File: config.mk
export PLATFORM = sky130hd
export DESIGN_NAME = core_av_top
export DESIGN_NICKNAME = d
export VERILOG_FILES = /design/src/source/video_pkg.sv /design/src/source/audio_pkg.sv /design/src/source/square_regs.sv /design/src/source/raster_timing.sv /design/src/source/test_pattern.sv /design/src/source/i2s_tx.sv /design/src/source/core_av_top.sv
export SDC_FILE = /design/constraint.sdc
export NUM_CORES = 1
export LEC_CHECK = 0
export ABC_AREA = 0
export BUFFER_PORTS_ARGS = -buffer_cell sky130_fd_sc_hd__buf_4
export CORE_ASPECT_RATIO = 1.4
export CORE_MARGIN = 4
export CORE_UTILIZATION = 59
export CTS_BUF_LIST = sky130_fd_sc_hd__clkbuf_8
export DETAILED_ROUTE_END_ITERATION = 10
export PLACE_DENSITY_LB_ADDON = 0.1
export REMOVE_ABC_BUFFERS = 1
export SYNTH_ARGS = -nofsm -noshare
export SYNTH_HDL_FRONTEND = slang
export SYNTH_SLANG_ARGS = --single-unit
File: constraint.sdc
create_clock -name audgen_mclk -period 7.4 [get_ports audgen_mclk]
set_clock_uncertainty 0.1 [all_clocks]
set_input_delay 0 -clock audgen_mclk [delete_from_list [all_inputs] [get_ports audgen_mclk]]
set_output_delay 0 -clock audgen_mclk [all_outputs]
set_load 0.03 [all_outputs]
File: src/source/video_pkg.sv
/*
 * video side definitions
 * raster timing constants, square defaults, bridge register map
 * coordinate, position, bridge request and video output types
 */

package video_pkg;

    // coordinate wide enough for both raster counters
    typedef logic [9:0] coord_t;

    //////////////////////////////////////////////////
    // raster timing, 400 x 512 clocks per frame
    //////////////////////////////////////////////////

    // clocks per line
    localparam coord_t h_total  = 10'd400;
    localparam coord_t h_active = 10'd320;
    localparam coord_t h_bporch = 10'd10;

    // lines per frame
    localparam coord_t v_total  = 10'd512;
    localparam coord_t v_active = 10'd240;
    localparam coord_t v_bporch = 10'd10;

    // hs lands a few clocks after vs
    localparam coord_t hs_offset = 10'd3;

    // test pattern
    localparam coord_t     square_size      = 10'd50;
    localparam coord_t     square_x_default = 10'd135;
    localparam coord_t     square_y_default = 10'd95;
    localparam logic [7:0] background_level = 8'd60;

    // bridge register map
    localparam logic [31:0] reg_square_x_addr = 32'h1000_0000;
    localparam logic [31:0] reg_square_y_addr = 32'h1000_0004;

    typedef struct packed {
        coord_t x;
        coord_t y;
    } raster_pos_t;

    typedef struct packed {
        logic [31:0] addr;
        logic        rd;
        logic        wr;
        logic [31:0] wr_data;
    } bridge_req_t;

    typedef struct packed {
        logic [23:0] rgb;
        logic        de;
        logic        hs;
        logic        vs;
    } video_out_t;

endpackage

File: src/source/audio_pkg.sv
/*
 * audio side definitions
 * i2s slot constants, sample and stereo types, i2s pin bundle
 */

package audio_pkg;

    // master clocks per bit clock
    localparam int sclk_div = 4;
    // bit clocks per channel slot
    localparam int slot_bits = 32;
    // active bits at the start of each slot
    localparam int sample_bits = 16;

    typedef logic signed [sample_bits-1:0] sample_t;

    typedef struct packed {
        sample_t left;
        sample_t right;
    } stereo_sample_t;

    // pins of the i2s bus
    typedef struct packed {
        logic sclk;
        logic lrck;
        logic dac;
    } i2s_out_t;

endpackage

File: src/source/square_regs.sv
/*
 * square position registers on the bridge
 * write decode and combinational read mux
 */

module square_regs (
    input  logic                     audgen_mclk,
    input  logic                     reset_n,
    input  video_pkg::bridge_req_t   bridge,
    output logic [31:0]              bridge_rd_data,
    output video_pkg::raster_pos_t   square_pos
);

    import video_pkg::*;

    //////////////////////////////////////////////////
    // register writes
    //////////////////////////////////////////////////

    // wr is a single cycle strobe, data is broadcast
    always_ff @(posedge audgen_mclk or negedge reset_n) begin
        if (!reset_n) begin
            square_pos.x <= square_x_default;
            square_pos.y <= square_y_default;
        end else if (bridge.wr) begin
            // only the low ten bits are kept
            if (bridge.addr == reg_square_x_addr) begin
                square_pos.x <= bridge.wr_data[$bits(coord_t)-1:0];
            end
            if (bridge.addr == reg_square_y_addr) begin
                square_pos.y <= bridge.wr_data[$bits(coord_t)-1:0];
            end
        end
    end

    //////////////////////////////////////////////////
    // read mux
    //////////////////////////////////////////////////

    // purely from addr, rd strobe not looked at
    always_comb begin
        case (bridge.addr)
            reg_square_x_addr: begin
                bridge_rd_data = 32'(square_pos.x);
            end
            reg_square_y_addr: begin
                bridge_rd_data = 32'(square_pos.y);
            end
            // unmapped space reads back zero
            default: begin
                bridge_rd_data = 32'h0;
            end
        endcase
    end

endmodule

File: src/source/raster_timing.sv
/*
 * raster timing generator
 * line and frame counters, registered hs and vs pulses
 */

module raster_timing (
    input  logic                     audgen_mclk,
    input  logic                     reset_n,
    output video_pkg::raster_pos_t   pos,
    output logic                     hs,
    output logic                     vs
);

    import video_pkg::*;

    logic line_end;
    logic frame_end;

    // last clock of a line, last line of a frame
    assign line_end  = (pos.x == h_total - 10'd1);
    assign frame_end = (pos.y == v_total - 10'd1);

    //////////////////////////////////////////////////
    // x and y counters
    //////////////////////////////////////////////////

    always_ff @(posedge audgen_mclk or negedge reset_n) begin
        if (!reset_n) begin
            pos.x <= '0;
            pos.y <= '0;
        end else begin
            pos.x <= pos.x + 10'd1;
            if (line_end) begin
                pos.x <= '0;
                // frame counter steps once per line
                pos.y <= pos.y + 10'd1;
                if (frame_end) begin
                    pos.y <= '0;
                end
            end
        end
    end

    //////////////////////////////////////////////////
    // sync pulses
    //////////////////////////////////////////////////

    // both one clock wide, one cycle behind the count
    always_ff @(posedge audgen_mclk or negedge reset_n) begin
        if (!reset_n) begin
            vs <= 1'b0;
            hs <= 1'b0;
        end else begin
            // new frame at 0,0
            vs <= (pos.x == '0) && (pos.y == '0);
            // new line, a few clocks after vs
            // so the two never share a cycle
            hs <= (pos.x == hs_offset);
        end
    end

endmodule

File: src/source/test_pattern.sv
/*
 * test pattern stage
 * grey active area with a black square, registered de and rgb
 */

module test_pattern (
    input  logic                     audgen_mclk,
    input  logic                     reset_n,
    input  video_pkg::raster_pos_t   pos,
    input  video_pkg::raster_pos_t   square_pos,
    output logic                     de,
    output logic [23:0]              rgb
);

    import video_pkg::*;

    logic       active;
    logic       in_square;
    coord_t     visible_x;
    coord_t     visible_y;
    // one extra bit so the square edge cannot wrap
    logic [10:0] square_x_end;
    logic [10:0] square_y_end;

    assign active = (pos.x >= h_bporch) && (pos.x < h_bporch + h_active) &&
                    (pos.y >= v_bporch) && (pos.y < v_bporch + v_active);

    // pixel inside the visible area
    assign visible_x = pos.x - h_bporch;
    assign visible_y = pos.y - v_bporch;

    assign square_x_end = {1'b0, square_pos.x} + {1'b0, square_size};
    assign square_y_end = {1'b0, square_pos.y} + {1'b0, square_size};

    assign in_square = (visible_x >= square_pos.x) && ({1'b0, visible_x} < square_x_end) &&
                       (visible_y >= square_pos.y) && ({1'b0, visible_y} < square_y_end);

    always_ff @(posedge audgen_mclk or negedge reset_n) begin
        if (!reset_n) begin
            de  <= 1'b0;
            rgb <= 24'h0;
        end else begin
            de <= active;
            // blanking is black
            rgb <= 24'h0;
            if (active && !in_square) begin
                rgb <= {3{background_level}};
            end
        end
    end

endmodule

File: src/source/i2s_tx.sv
/*
 * i2s transmitter
 * bit clock divider, lrck framing, 16 bit serial shifter per slot
 */

module i2s_tx (
    input  logic                       audgen_mclk,
    input  logic                       reset_n,
    input  audio_pkg::stereo_sample_t  sample,
    output audio_pkg::i2s_out_t        i2s
);

    import audio_pkg::*;

    localparam int div_w = $clog2(sclk_div);
    localparam int cnt_w = $clog2(slot_bits);

    logic [div_w-1:0] mclk_div;
    logic             sclk_fall;
    logic [cnt_w-1:0] slot_cnt;
    logic             slot_end;
    sample_t          right_hold;
    sample_t          shift_reg;

    //////////////////////////////////////////////////
    // bit clock
    //////////////////////////////////////////////////

    // sclk is the divider msb at mclk / 4
    always_ff @(posedge audgen_mclk or negedge reset_n) begin
        if (!reset_n) begin
            mclk_div <= '0;
        end else begin
            mclk_div <= mclk_div + 1'b1;
        end
    end

    assign i2s.sclk = mclk_div[div_w-1];
    // divider wraps on this edge and sclk goes low
    assign sclk_fall = (mclk_div == div_w'(sclk_div - 1));
    assign slot_end  = (slot_cnt == cnt_w'(slot_bits - 1));

    //////////////////////////////////////////////////
    // framing and shifter
    //////////////////////////////////////////////////

    always_ff @(posedge audgen_mclk or negedge reset_n) begin
        if (!reset_n) begin
            slot_cnt   <= '0;
            i2s.lrck   <= 1'b0;
            i2s.dac    <= 1'b0;
            right_hold <= '0;
            shift_reg  <= '0;
        end else if (sclk_fall) begin
            slot_cnt <= slot_cnt + 1'b1;
            i2s.dac  <= 1'b0;
            if (slot_end) begin
                // switch channels
                i2s.lrck <= ~i2s.lrck;
                if (i2s.lrck) begin
                    // fresh sample as the left slot starts
                    // right half waits for its own slot
                    right_hold <= sample.right;
                    shift_reg  <= sample.left;
                end else begin
                    shift_reg <= right_hold;
                end
            end else if (slot_cnt < cnt_w'(sample_bits)) begin
                // msb first one bit clock after lrck moved
                i2s.dac   <= shift_reg[sample_bits-1];
                shift_reg <= shift_reg << 1;
            end
        end
    end

endmodule

File: src/source/core_av_top.sv
/*
 * core top level for video and audio
 * bridge square registers, raster and pattern, i2s transmitter
 */

module core_av_top (
    input  logic                       audgen_mclk,
    input  logic                       reset_n,
    input  video_pkg::bridge_req_t     bridge,
    output logic [31:0]                bridge_rd_data,
    output video_pkg::video_out_t      video,
    input  audio_pkg::stereo_sample_t  audio_sample,
    output audio_pkg::i2s_out_t        audio
);

    import video_pkg::*;

    raster_pos_t square_pos;
    raster_pos_t raster_pos;
    logic        hs;
    logic        vs;
    logic        de;
    logic [23:0] rgb;

    //////////////////////////////////////////////////
    // bridge and video path
    //////////////////////////////////////////////////

    square_regs square_regs_i (
        .audgen_mclk    (audgen_mclk),
        .reset_n        (reset_n),
        .bridge         (bridge),
        .bridge_rd_data (bridge_rd_data),
        .square_pos     (square_pos)
    );

    raster_timing raster_timing_i (
        .audgen_mclk (audgen_mclk),
        .reset_n     (reset_n),
        .pos         (raster_pos),
        .hs          (hs),
        .vs          (vs)
    );

    // de and rgb line up with hs and vs
    test_pattern test_pattern_i (
        .audgen_mclk (audgen_mclk),
        .reset_n     (reset_n),
        .pos         (raster_pos),
        .square_pos  (square_pos),
        .de          (de),
        .rgb         (rgb)
    );

    assign video = '{rgb: rgb, de: de, hs: hs, vs: vs};

    // audio path
    i2s_tx i2s_tx_i (
        .audgen_mclk (audgen_mclk),
        .reset_n     (reset_n),
        .sample      (audio_sample),
        .i2s         (audio)
    );

endmodule

### Yosys cells after proc, flatten, opt, wreduce, memory -nomap -nowiden

Index checks and enable logic that the tools add are counted.

* flip-flop bits (word level): 108
* output and inout bits: 62
* logic and storage cells: 65

* $add $sub $neg: 8
* order comparisons: 9
* equality and inequality tests: 7
* muxes and demuxes: 9
* bitwise gates (word level): 1
* reductions and logical operators: 17

Operators by type and width (count)
* equality test 32 x 29 -> 1 bit (second input constant): 2
* 2-to-1 mux 16 bit: 3
* adder 10 x 6 -> 11 bit (second input constant): 2
* less-than comparator 10 x 11 -> 1 bit: 2
* 2-to-1 mux 22 bit: 1
* adder 10 x 1 -> 10 bit (second input constant): 2
* equality test 10 x 9 -> 1 bit (second input constant): 2
* greater-or-equal comparator 10 bit: 2
* greater-or-equal comparator 10 x 4 -> 1 bit (second input constant): 2
* logical NOT 10 bit: 2
* 2-to-1 mux 20 bit: 1
* one-hot mux 10 bit (2 select lines): 1
* subtractor 10 x 4 -> 10 bit (second input constant): 2
* equality test 10 x 2 -> 1 bit (second input constant): 1
* less-than comparator 10 x 8 -> 1 bit (second input constant): 1
* less-than comparator 10 x 9 -> 1 bit (second input constant): 1
* 2-to-1 mux 10 bit: 1
* logical AND 1 bit: 8
* AND reduction 2 bit: 4
* adder 5 x 1 -> 5 bit (second input constant): 1
* equality test 5 bit (second input constant): 1
* less-than comparator 5 bit (second input constant): 1
* AND reduction 3 bit: 1
* adder 2 x 1 -> 2 bit (second input constant): 1
* other kinds (5): 6

### Depth between registers and ports, before layout

Gate-level depths: netlist (run 1).

* word-level depth: 8
* gate-level depth with buffers: 12
* mapped depth without buffers: 12

### Hierarchy

A second synthesis (run 1) with hierarchy kept.

* cell total of the unflattened synthesis: 585
* area, all modules: 6017.0 um2

By module, submodules not included
* i2s_tx: times used 1, cells an instance 155, area each 2010.7 um2, seq. area each 1026.0 um2
* test_pattern: times used 1, cells an instance 225, area each 1730.4 um2, seq. area each 50.0 um2
* square_regs: times used 1, cells an instance 100, area each 1172.4 um2, seq. area each 513.0 um2
* raster_timing: times used 1, cells an instance 102, area each 1081.0 um2, seq. area each 550.5 um2
* core_av_top: times used 1, cells an instance 3, area each 22.5 um2, seq. area each 0.0 um2

### Worst setup path after synthesis (run 1)

No wires, ideal clock.

* path type: register to register
* start: reg raster_timing_i.pos[1] (netlist name)
* end: reg test_pattern_i.rgb[20]
* setup time: 0.082 ns
* arrival time: 2.388 ns
* required time: 7.218 ns
* slack: 4.830 ns
* stages on the path, launching flop included: 11
* cells stage by stage: dfrtp_1 > inv_1 > ha_1 > inv_1 > a2111o_1 > xnor2_1 > ha_1 > a2111oi_0 > o21ai_0 > o211a_1 > a31oi_1

* word-level cells in the longest chain between the ends: 7

RTL lines
* subtractor 10 x 4 -> 10 bit: RTL line test_pattern.sv:30 `assign visible_y = pos.y - v_bporch;`
* greater-or-equal comparator 10 bit: RTL line test_pattern.sv:36 `(visible_y >= square_pos.y) && ({1'b0, visible_y} < square_y_end);`
* logical AND 1 bit: RTL line test_pattern.sv:35 `assign in_square = (visible_x >= square_pos.x) && ({1'b0, visible_x} < square_x_end) &&`
* logical AND 1 bit: RTL line test_pattern.sv:36
* logical NOT 1 bit: RTL line test_pattern.sv:46 `if (active && !in_square) begin`
* logical AND 1 bit (*): RTL line test_pattern.sv:46
* 2-to-1 mux 22 bit (*): RTL line test_pattern.sv:46
* end signal, assigned: RTL line test_pattern.sv:47 `rgb <= {3{background_level}};`
* end, declared: RTL line test_pattern.sv:12 `output logic [23:0] rgb`

Every way passes the cells marked *; elsewhere a longest branch is shown, timed or not.
A chain may end at the register's enable or synchronous reset.

### Final worst setup path (run 1)

* start: reg raster_timing_i.pos[1] (netlist name)
* end: reg test_pattern_i.rgb[20]

* word-level cells in the longest chain between the ends: 7

RTL lines (RTL line)
* subtractor 10 x 4 -> 10 bit: test_pattern.sv:30
* greater-or-equal comparator 10 bit: test_pattern.sv:36
* logical AND 1 bit: test_pattern.sv:35
* logical AND 1 bit: test_pattern.sv:36
* logical NOT 1 bit: test_pattern.sv:46
* logical AND 1 bit (*): test_pattern.sv:46
* 2-to-1 mux 22 bit (*): test_pattern.sv:46

Marks and branches as above.

==> qor.txt, run 1 <==
first-pass GRT wire length - 22600 µm
worst r2r src - raster_timing_i.pos[1]
number of gates resized after cts - 0
Hold Slack - 0.00167 ns
CP Launch Type - register
Worst R2R End - test_pattern_i.rgb[20]
Mapped Cells - 620
via count - 4621
length of the first detailed-routing pass in iterations - 5
Clk Latency, worst-skew pair - 0.36 ns
fraction of layout cells with a size suffix above 1 - 21.6%
worst-margin pin slew - 0.993 ns
Worst Hold Endpoint - i2s_tx_i.shift_reg[11]
hold depth - 5
DRC viols - 0
delay of the slowest cell on the worst path - 0.45 ns
Setup Viol. Count Final - 0
final hold violations - 0
synth warn - 0
Rel. slew slack - 33.8%
worst path arrival time - 3.34 ns
final WL - 13400 µm
CTS tree - built
NumNets Final - 885
die area - 11500 µm²
crit path cell chain - inv_1 > ha_1 > inv_1 > a2111o_1 > xnor2_1 > ha_1 > a2111oi_0 > o21ai_0 > o211a_1 > a31oi_1
hold buffer count at CTS - 40
Core Rows - 42
Hold Path Class - in -> reg
chip height - 125 µm
postcts setup bufs - 0
Core Region - 9510 µm²
Die Span X - 91.8 µm
total grt overflow - 0
FILL cells - 717
reg2reg setup slack - 4.23 ns
DP HPWL - 9880 µm
biggest regs - raster_timing_i.pos x20, square_regs_i.square_pos x20
DP Area - 6360 µm²
vias per inst - 5.32
TritonCTS buffer count - 9
area share of the largest cell type after synthesis - 32.3%
crit-path max FO - 6
critical path's slowest cell - dfrtp_1
pin count of the biggest net entering global routing - 57
Design Area, Final - 6970 µm²
most common cell after layout, fill and taps aside - buf_4
clk slew on worst S/H paths - 0.08 ns
Post-Syn Area per Cell - 9.36 µm²
crit path kind - reg -> reg
fin crit period - 3.17 ns
Final GP Congestion - 0.885
cells on worst reg2reg path - 10
Mapped Area - 5810 µm²
Post-Route Setup TNS - 0 ns
number of synthesized flops with an enable pin - 0
critical hold path startpoint - audio_sample[27]
Power Dens Cells - 130 nW/µm²
library cells used by synthesis - 57
starting density of the core - 61.0%
status - finished, final reports clean
Static Leakage - 3.34 nW
number of global-route vias before repair - 4917
diode count - 0
Iter 0 DRT Violations - 148
synthesis-to-layout area growth - 20.1%
clock tree buffer depth - 2
Worst setup EP type - register
CP required - 7.58 ns
area leader, netlist - dfrtp_1
clock root buffer - clkbuf_8
initial antenna violation count - 0
largest cells by area after synthesis - dfrtp_1 32%, ha_1 12%, buf_4 6.7%, o21ai_0 5.0%, nand2_1 4.8%
Synth Register Bits - 85
gr usage total - 23.7%
max cap viols - 0
maximum level of the CTS H-tree - 3
register area share after synthesis - 36.9%
Main synth FF type - dfrtp_1
period utilisation layout - 42.8%
commonest cells after routing, fill and taps aside - 106 x buf_4, 75 x nand2_1, 75 x dfrtp_1, 58 x o21ai_0, 54 x ha_1
unrepaired setup endpoints after global routing - false
CTS sink cnt - 85
antenna-violating nets left - 0
WL per Instance - 15.5 µm
Layout Utilization - 73.3%
asr flop ratio synth - 100%
Worst VDD drop - 0.0729 mV
io pins - 162
Peak Freq - 316 MHz
I/O Buffers - 104
Final Max Tran Viols - 0
## metal layers
| metal | global-route usage (%) | vias up | wire (µm) |
|---|---|---|---|
| met3 | 3.13 | 29 | 477 |
| met2 | 44.0 | 106 | 7210 |
| met1 | 26.6 | 2205 | 5330 |
| met4 | 11.0 | 0 | 394 |
| li1 | - | 2281 | - |
| met5 | 0 | - | 0 |
## layout make-up
type / instances / area (µm²) / share of cell area (%)
Sequential cell: 85 / 2140 / 30.7
Inverter: 38 / 143 / 2.05
Multi-Input combinational cell: 451 / 3120 / 44.7
Timing Repair Buffer: 146 / 1200 / 17.2
Clock inverter: 5 / 58.8 / 0.844
Clock buffer: 11 / 151 / 2.17
Tap cell: 132 / 165 / 2.37
## synth_stat cells, drive strengths merged, types with 6 or more instances
cell	instances
xor2	14
nor3	10
mux2	20
nand3	15
nor4	9
mux2i	16
nand4	15
nor2	15
xnor2	30
o21ai	64
dfstp	10
buf	71
a22o	10
dfrtp	75
ha	54
a21o	6
clkbuf	8
inv	38
a21oi	17
nand2	75
## per-stage QoR
stage	total power [mW]	setup WS (ns)	instances
3_5_place_dp	0.552	4.28	812
2_1_floorplan	0.509	4.83	574
5_1_grt	0.940	3.96	868
3_3_place_gp	0.551	4.29	812
4_1_cts	0.915	4.25	868
6_report	0.906	4.23	868
## cells by family after synthesis
logic type	Yosys count	share of synthesized area, %
compound gates	122	12.7
xor+xnor	44	6.64
fa+ha+maj	54	11.6
buf+inv	117	11.6
flops	85	36.9
mux	36	6.64
other cells	1	0.0646
simple gates	161	13.9
## critical path, delay by kind of cell, from the launching register on
| family | cells | cell delay (ns) |
|---|---|---|
| adders and majority gates | 2 | 0.53 |
| DFF | 1 | 0.45 |
| buffers and inverters | 2 | 0.25 |
| AOI/OAI and AO/OA | 5 | 1.43 |
| xor gates and xnor gates | 1 | 0.32 |
## how the worst max path moves through the flow
| stage | start | depth (start not counted) | endpoint |
|---|---|---|---|
| 2_1_floorplan | raster_timing_i.pos[1] | 11 | test_pattern_i.rgb[20] |
| 5_1_grt | i2s_tx_i.slot_cnt[0] | 6 | i2s_tx_i.right_hold[2] |
| 3_3_place_gp | i2s_tx_i.slot_cnt[0] | 6 | i2s_tx_i.right_hold[10] |
| 6_report | raster_timing_i.pos[1] | 10 | test_pattern_i.rgb[20] |
| 4_1_cts | raster_timing_i.pos[1] | 10 | test_pattern_i.rgb[20] |
| 3_5_place_dp | raster_timing_i.pos[1] | 10 | test_pattern_i.rgb[20] |
## power breakdown
group	switching [mW]	internal [mW]	leakage (nW)	total, mW
sequential	0.00215	0.469	1.01	0.471
clock	0.170	0.175	0.107	0.346
combinational	0.0454	0.0446	2.23	0.0899
total	0.218	0.688	3.34	0.906
(Power assumes the default switching activity.)
==> run 2: changes to the inputs <==
--- a/config.mk
+++ b/config.mk
@@ -9,7 +9,7 @@
 export BUFFER_PORTS_ARGS = -buffer_cell sky130_fd_sc_hd__buf_4
 export CORE_ASPECT_RATIO = 1.4
 export CORE_MARGIN = 4
-export CORE_UTILIZATION = 59
+export CORE_UTILIZATION = 49
 export CTS_BUF_LIST = sky130_fd_sc_hd__clkbuf_8
 export DETAILED_ROUTE_END_ITERATION = 10
 export PLACE_DENSITY_LB_ADDON = 0.1
==> constraint.sdc (replaced) <==
create_clock -name audgen_mclk -period 2.7 [get_ports audgen_mclk]
set_clock_uncertainty 0.1 [all_clocks]
set_input_delay 0 -clock audgen_mclk [delete_from_list [all_inputs] [get_ports audgen_mclk]]
set_output_delay 0 -clock audgen_mclk [all_outputs]
set_load 0.03 [all_outputs]
==> run 2 against run 1 <==
  * Clock power grew to 3.0 times the previous value
  * Global-route usage shrank 2.9 points
  * Combinational power grew to 2.7 times the previous value
  * Worst setup slack worse by 4.1 ns
  * Sequential share of layout area shrank 1.1 points
  * Power rose to 2.8 times the previous value
  * Largest cell class unchanged
==> qor.txt, run 2 (synthesis gave the netlist of run 1 again) <==
worst path arrival time - 2.69 ns (-0.65 ns)
Rel. slew slack - 29.3% (-4.5 points)
Max Used Layer - met4
WL per Instance - 15.2 µm (-1.7%)
gr usage total - 20.9% (-2.9 points)
period utilisation layout - 94.6% (+52 points)
unrepaired setup endpoints after global routing - false
DRC viols - 0 (unchanged)
io pins - 162 (unchanged)
I/O Buffers - 104 (unchanged)
Hold Slack - 0.00408 ns (+0.00241 ns)
Worst setup EP type - register
Peak Freq - 392 MHz (+24%)
die area - 13700 µm² (+19%)
Hold Path Class - in -> reg
final WL - 13700 µm (+2.4%)
CP required - 2.84 ns (-4.74 ns)
crit path kind - reg -> reg
antenna-violating nets left - 0 (unchanged)
Setup WS post-layout - 0.147 ns (-4.08 ns)
maximum level of the CTS H-tree - 3 (unchanged)
Placed Cells - 845 (+4.1%)
CTS tree - built
Setup Viol. Count Final - 0 (unchanged)
CP Launch Type - register
worst-margin pin slew - 1.06 ns (+0.0680 ns)
Final GP Congestion - 0.844 (-4.6%)
DP HPWL - 10600 µm (+7.0%)
starting density of the core - 50.7% (-10 points)
NumNets Final - 909 (+2.7%)
Clk Latency, worst-skew pair - 0.36 ns (about the same)
total grt overflow - 0 (unchanged)
number of global-route vias before repair - 4839 (-1.6%)
diode count - 0 (unchanged)
Worst VDD drop - 0.276 mV (+280%)
pre-CTS setup slack - -0.00707 ns (-4.29 ns)
max cap viols - 0 (unchanged)
Final Max Tran Viols - 0 (unchanged)
clock tree buffer depth - 2 (unchanged)
biggest regs - raster_timing_i.pos x20, square_regs_i.square_pos x20
Die Span X - 100 µm (+8.9%)
pin count of the biggest net entering global routing - 86 (+51%)
crit-path max FO - 5 (-1)
total power draw - 2.57 mW (+180%)
Core Region - 11500 µm² (+20%)
DP Area - 6530 µm² (+2.7%)
Iter 0 DRT Violations - 152 (+2.7%)
clk slew on worst S/H paths - 0.09 ns (about the same)
Core Rows - 46 (+9.5%)
final hold violations - 0 (unchanged)
vias per inst - 5.07 (-4.9%)
Power Dens Cells - 355 nW/µm² (+170%)
Static Leakage - 3.47 nW (+3.9%)
Design Area, Final - 7220 µm² (+3.6%)
Post-Route Setup TNS - 0 ns (unchanged)
metal2 WL - 7500 µm (+4.0%)
TritonCTS buffer count - 9 (unchanged)
synthesis-to-layout area growth - 24.4%
length of the first detailed-routing pass in iterations - 4 (-1)
status - finished, final reports clean
most common cell after layout, fill and taps aside - buf_4
first-pass GRT wire length - 22800 µm (+1.2%)
initial antenna violation count - 0 (unchanged)
via count - 4579 (-0.91%)
clock root buffer - clkbuf_8
Layout Utilization - 63.1% (-10 points)
CTS sink cnt - 85 (unchanged)
commonest cells after routing, fill and taps aside - 129 x buf_4, 75 x nand2_1, 75 x dfrtp_1, 56 x o21ai_0, 53 x ha_1
met1 WL - 5290 µm (-0.81%)
chip height - 137 µm (+9.1%)
fin crit period - 2.55 ns (-0.616 ns)
fraction of layout cells with a size suffix above 1 - 25.1% (+3.5 points)
FILL cells - 1004 (+40%)
met3 routed WL - 555 µm (+16%)
final cell count without fillers - 904 (+4.1%)
-- run 2: changes by cell type in the layout (fill, tap and decap cells not counted), sizes merged --
cell	before	now
buf	106	129
clkbuf	11	9
inv	40	42
dlygate4sd3	40	41
clkinvlp	1	0
bufinv	1	2
-- run 2: path summary, 6_finish.rpt --
| kind | cells after the start | from | to | slack, ns |
|---|---|---|---|---|
| min in group asynchronous | 2 | reset_n | i2s_tx_i.right_hold[15] | 0.26 |
| max reg2reg | 11 | square_regs_i.square_pos[3] | test_pattern_i.rgb[20] | 0.15 |
| min | 5 | audio_sample[29] | i2s_tx_i.shift_reg[13] | 0.004 |
| max in group asynchronous | 2 | reset_n | raster_timing_i.pos[3] | 1.55 |
| max | 11 | square_regs_i.square_pos[3] | test_pattern_i.rgb[20] | 0.15 |
| min reg2reg | 1 | i2s_tx_i.mclk_div[0] | i2s_tx_i.mclk_div[0] | 0.32 |
-- run 2: worst max-delay path, stage by stage, from the launching register on --
cell	delay [ns]
dfstp_2	0.58
nand3_1	0.17
a21oi_2	0.19
nand2_1	0.08
xnor2_1	0.20
ha_1	0.28
a211oi_1	0.23
o21ai_1	0.09
o21bai_1	0.17
a31oi_1	0.13
o211a_1	0.16
a31oi_1	0.07
-- run 2: metal layers --
metal	vias to the layer above	global-route usage, %
met5	-	0
met4	0	9.59
met3	30	3.67
met2	97	38.6
met1	2119	23.0
li1	2333	-
-- run 2: timing repair --
| item | 4_1_cts | 5_1_grt |
|---|---|---|
| hold endpoints to repair | 125 | 0 |
| pin swaps | 0 | 6 |
| setup endpoints to repair | 1 | 1 |
| gates resized for setup | 3 | 8 |
| setup buffers | 0 | 2 |
| hold buffers | 41 | 0 |
-- run 2: area by class of cell --
cell class | instances | area, µm² | area share [%]
timing repair buffer | 170 | 1380 | 19.1
clock buffer | 9 | 124 | 1.72
inverter | 38 | 143 | 1.98
sequential | 85 | 2140 | 29.6
tap | 144 | 180 | 2.49
clock inverter | 7 | 103 | 1.42
multi-input combinational | 451 | 3150 | 43.7
-- run 2: power breakdown --
group / switching [mW] / total, mW / internal, mW
logic: 0.124 / 0.246 / 0.122
registers: 0.00581 / 1.29 / 1.28
clock network: 0.494 / 1.03 / 0.536
==> run 3: changes to the inputs <==
--- a/config.mk
+++ b/config.mk
@@ -9,7 +9,7 @@
 export BUFFER_PORTS_ARGS = -buffer_cell sky130_fd_sc_hd__buf_4
 export CORE_ASPECT_RATIO = 1.4
 export CORE_MARGIN = 4
-export CORE_UTILIZATION = 49
+export CORE_UTILIZATION = 47
 export CTS_BUF_LIST = sky130_fd_sc_hd__clkbuf_8
 export DETAILED_ROUTE_END_ITERATION = 10
 export PLACE_DENSITY_LB_ADDON = 0.1
==> run 3 against run 2 <==
  * Worst setup slack worse by 0.048 ns
  * First-iteration DRC count is 13% higher
  * Utilization is 2.2 points lower
  * Power is 6.9% lower
  * Fmax is 1.8% lower
  * Non-clock buffer count is 5 higher
  * Critical path depth stayed put
  * Global-route usage is 0.64 points lower
  * Worst hold slack better by 0.054 ns
==> qor.txt, run 3 (synthesis gave the netlist of run 1 again) <==
Static Leakage - 3.48 nW (+0.21%)
delay of the slowest cell on the worst path - 0.60 ns (+0.02 ns)
DP HPWL - 10700 µm (+0.95%)
Hold Path Class - in -> reg
I/O Buffers - 104 (unchanged)
via count - 4723 (+3.1%)
Iter 0 DRT Violations - 171 (+13%)
initial antenna violation count - 0 (unchanged)
Core Rows - 47 (+2.2%)
NumNets Final - 914 (+0.55%)
Pint - 1.76 mW (-9.6%)
die area - 14200 µm² (+4.0%)
CTS sink cnt - 85 (unchanged)
clock root buffer - clkbuf_8
Clk Latency, worst-skew pair - 0.38 ns (+0.02 ns)
DRC viols - 0 (unchanged)
period utilisation layout - 96.3% (+1.8 points)
number of global-route vias before repair - 4894 (+1.1%)
net switching power - 0.634 mW (+1.7%)
WL per Instance - 15.3 µm (+0.83%)
CTS tree - built
Final GP Congestion - 0.898 (+6.4%)
maximum level of the CTS H-tree - 3 (unchanged)
diode count - 0 (unchanged)
switching share of power - 26.5% (+2.2 points)
Setup Viol. Count Final - 0 (unchanged)
crit-path max FO - 5 (unchanged)
Reg power frac - 54.0% (+3.7 points)
hold depth - 4 (-1)
starting density of the core - 48.6% (-2.1 points)
Power Dens Cells - 329 nW/µm² (-7.4%)
TritonCTS buffer count - 9 (unchanged)
vias per inst - 5.18 (+2.2%)
first-pass GRT wire length - 23100 µm (+1.1%)
most common cell after layout, fill and taps aside - buf_4
critical path's slowest cell - dfstp_2
CP required - 2.84 ns (about the same)
clock tree buffer depth - 2 (unchanged)
pin count of the biggest net entering global routing - 81 (-5.8%)
cells on worst reg2reg path - 11 (unchanged)
Peak Freq - 384 MHz (-1.8%)
Worst setup EP type - register
antenna-violating nets left - 0 (unchanged)
synthesis-to-layout area growth - 25.2%
Worst VDD drop - 0.180 mV (-35%)
total grt overflow - 0 (unchanged)
length of the first detailed-routing pass in iterations - 4 (unchanged)
status - finished, final reports clean
Die Span X - 102 µm (+1.9%)
Layout Utilization - 60.9% (-2.2 points)
CP Launch Type - register
chip height - 140 µm (+2.0%)
io pins - 162 (unchanged)
unrepaired setup endpoints after global routing - true
CP dominant cell by count - a31oi_1
final hold violations - 0 (unchanged)
Rel. slew slack - 31.9% (+2.6 points)
crit path kind - reg -> reg
Final Max Tran Viols - 0 (unchanged)
max cap viols - 0 (unchanged)
commonest cells after routing, fill and taps aside - 132 x buf_4, 75 x nand2_1, 75 x dfrtp_1, 55 x o21ai_0, 51 x ha_1
total power draw - 2.39 mW (-6.9%)
final WL - 14000 µm (+1.7%)
clock share of power - 35.5% (-4.6 points)
Core Region - 11900 µm² (+4.2%)
fraction of layout cells with a size suffix above 1 - 26.1% (+1.0 points)
crit path cell chain - nand3_2 > a21oi_2 > nand2_1 > xnor2_1 > ha_4 > a211oi_2 > o21ai_1 > o21bai_1 > a31oi_1 > o211a_1 > a31oi_1
clk slew on worst S/H paths - 0.09 ns (about the same)
worst path arrival time - 2.74 ns (+0.05 ns)
gr usage total - 20.2% (-0.64 points)
biggest regs - raster_timing_i.pos x20, square_regs_i.square_pos x20
worst-margin pin slew - 1.02 ns (-0.0386 ns)
Comb power frac - 10.5% (+0.9 points)
fin crit period - 2.60 ns (+0.0475 ns)
run 3: critical path, delay by kind of cell (launching register included):
kind	cells	cell delay, ns
AOI/OAI and AO/OA	7	1.06
xor gates and xnor gates	1	0.25
adders and majority gates	1	0.26
DFF	1	0.60
and+or+nand+nor	2	0.21
run 3: path summary, 6_finish.rpt:
path	start	end	slack [ns]
setup reg to reg	square_regs_i.square_pos[1]	test_pattern_i.rgb[20]	0.1
setup / recovery	square_regs_i.square_pos[1]	test_pattern_i.rgb[20]	0.1
hold / removal	bridge[32]	square_regs_i.square_pos[11]	0.06
max in group asynchronous	reset_n	square_regs_i.square_pos[10]	1.47
min in group asynchronous	reset_n	i2s_tx_i.i2s[1]	0.23
hold reg to reg	i2s_tx_i.mclk_div[0]	i2s_tx_i.mclk_div[0]	0.33
run 3: stage by stage:
step	area [µm²]	TNS, ns	instances	worst slack, ns	hold slack (ns)
after global routing	7270	-0.0612	912	-0.0612	0.0940
after floorplan	5400	0	574	0.130	-0.396
after detailed placement	6580	-0.0190	853	-0.0190	0.125
final	7270	0	912	0.0991	0.0585
after global placement	6580	0	853	0.0844	0.119
after CTS	7210	0	912	0.00892	0.0393
run 3: area by class of cell:
cell class                      instances  area (µm²)
Tap cell                              147         184
Clock buffer                            9         124
Inverter                               38         143
Sequential cell                        85        2140
Timing Repair Buffer                  175        1420
Clock inverter                          7        56.3
Multi-Input combinational cell        451        3200
Fill cell                            1035        4670
run 3: power by group through the flow:
stage / clock network (mW) / logic (mW) / registers [mW]
6_report: 0.849 / 0.251 / 1.29
5_1_grt: 0.935 / 0.273 / 1.29
4_1_cts: 0.884 / 0.251 / 1.29
3_5_place_dp: 0 / 0.201 / 1.32
3_3_place_gp: 0 / 0.198 / 1.31
2_1_floorplan: 0 / 0.0815 / 1.31
run 3: timing repair:
item,4_1_cts,5_1_grt
gates resized for setup,6,14
gates cloned,0,0
hold buffers,43,0
endpoints found under the setup margin,1,1
setup buffers,0,0
endpoints found under the hold margin,127,0
pin swaps,0,10
run 3: layer usage:
metal	GRT usage, %	routed length, µm	up-vias
met5	0	0	-
met4	8.29	357	0
met3	3.10	645	29
met2	37.1	7580	111
met1	22.8	5390	2238
li1	-	-	2345
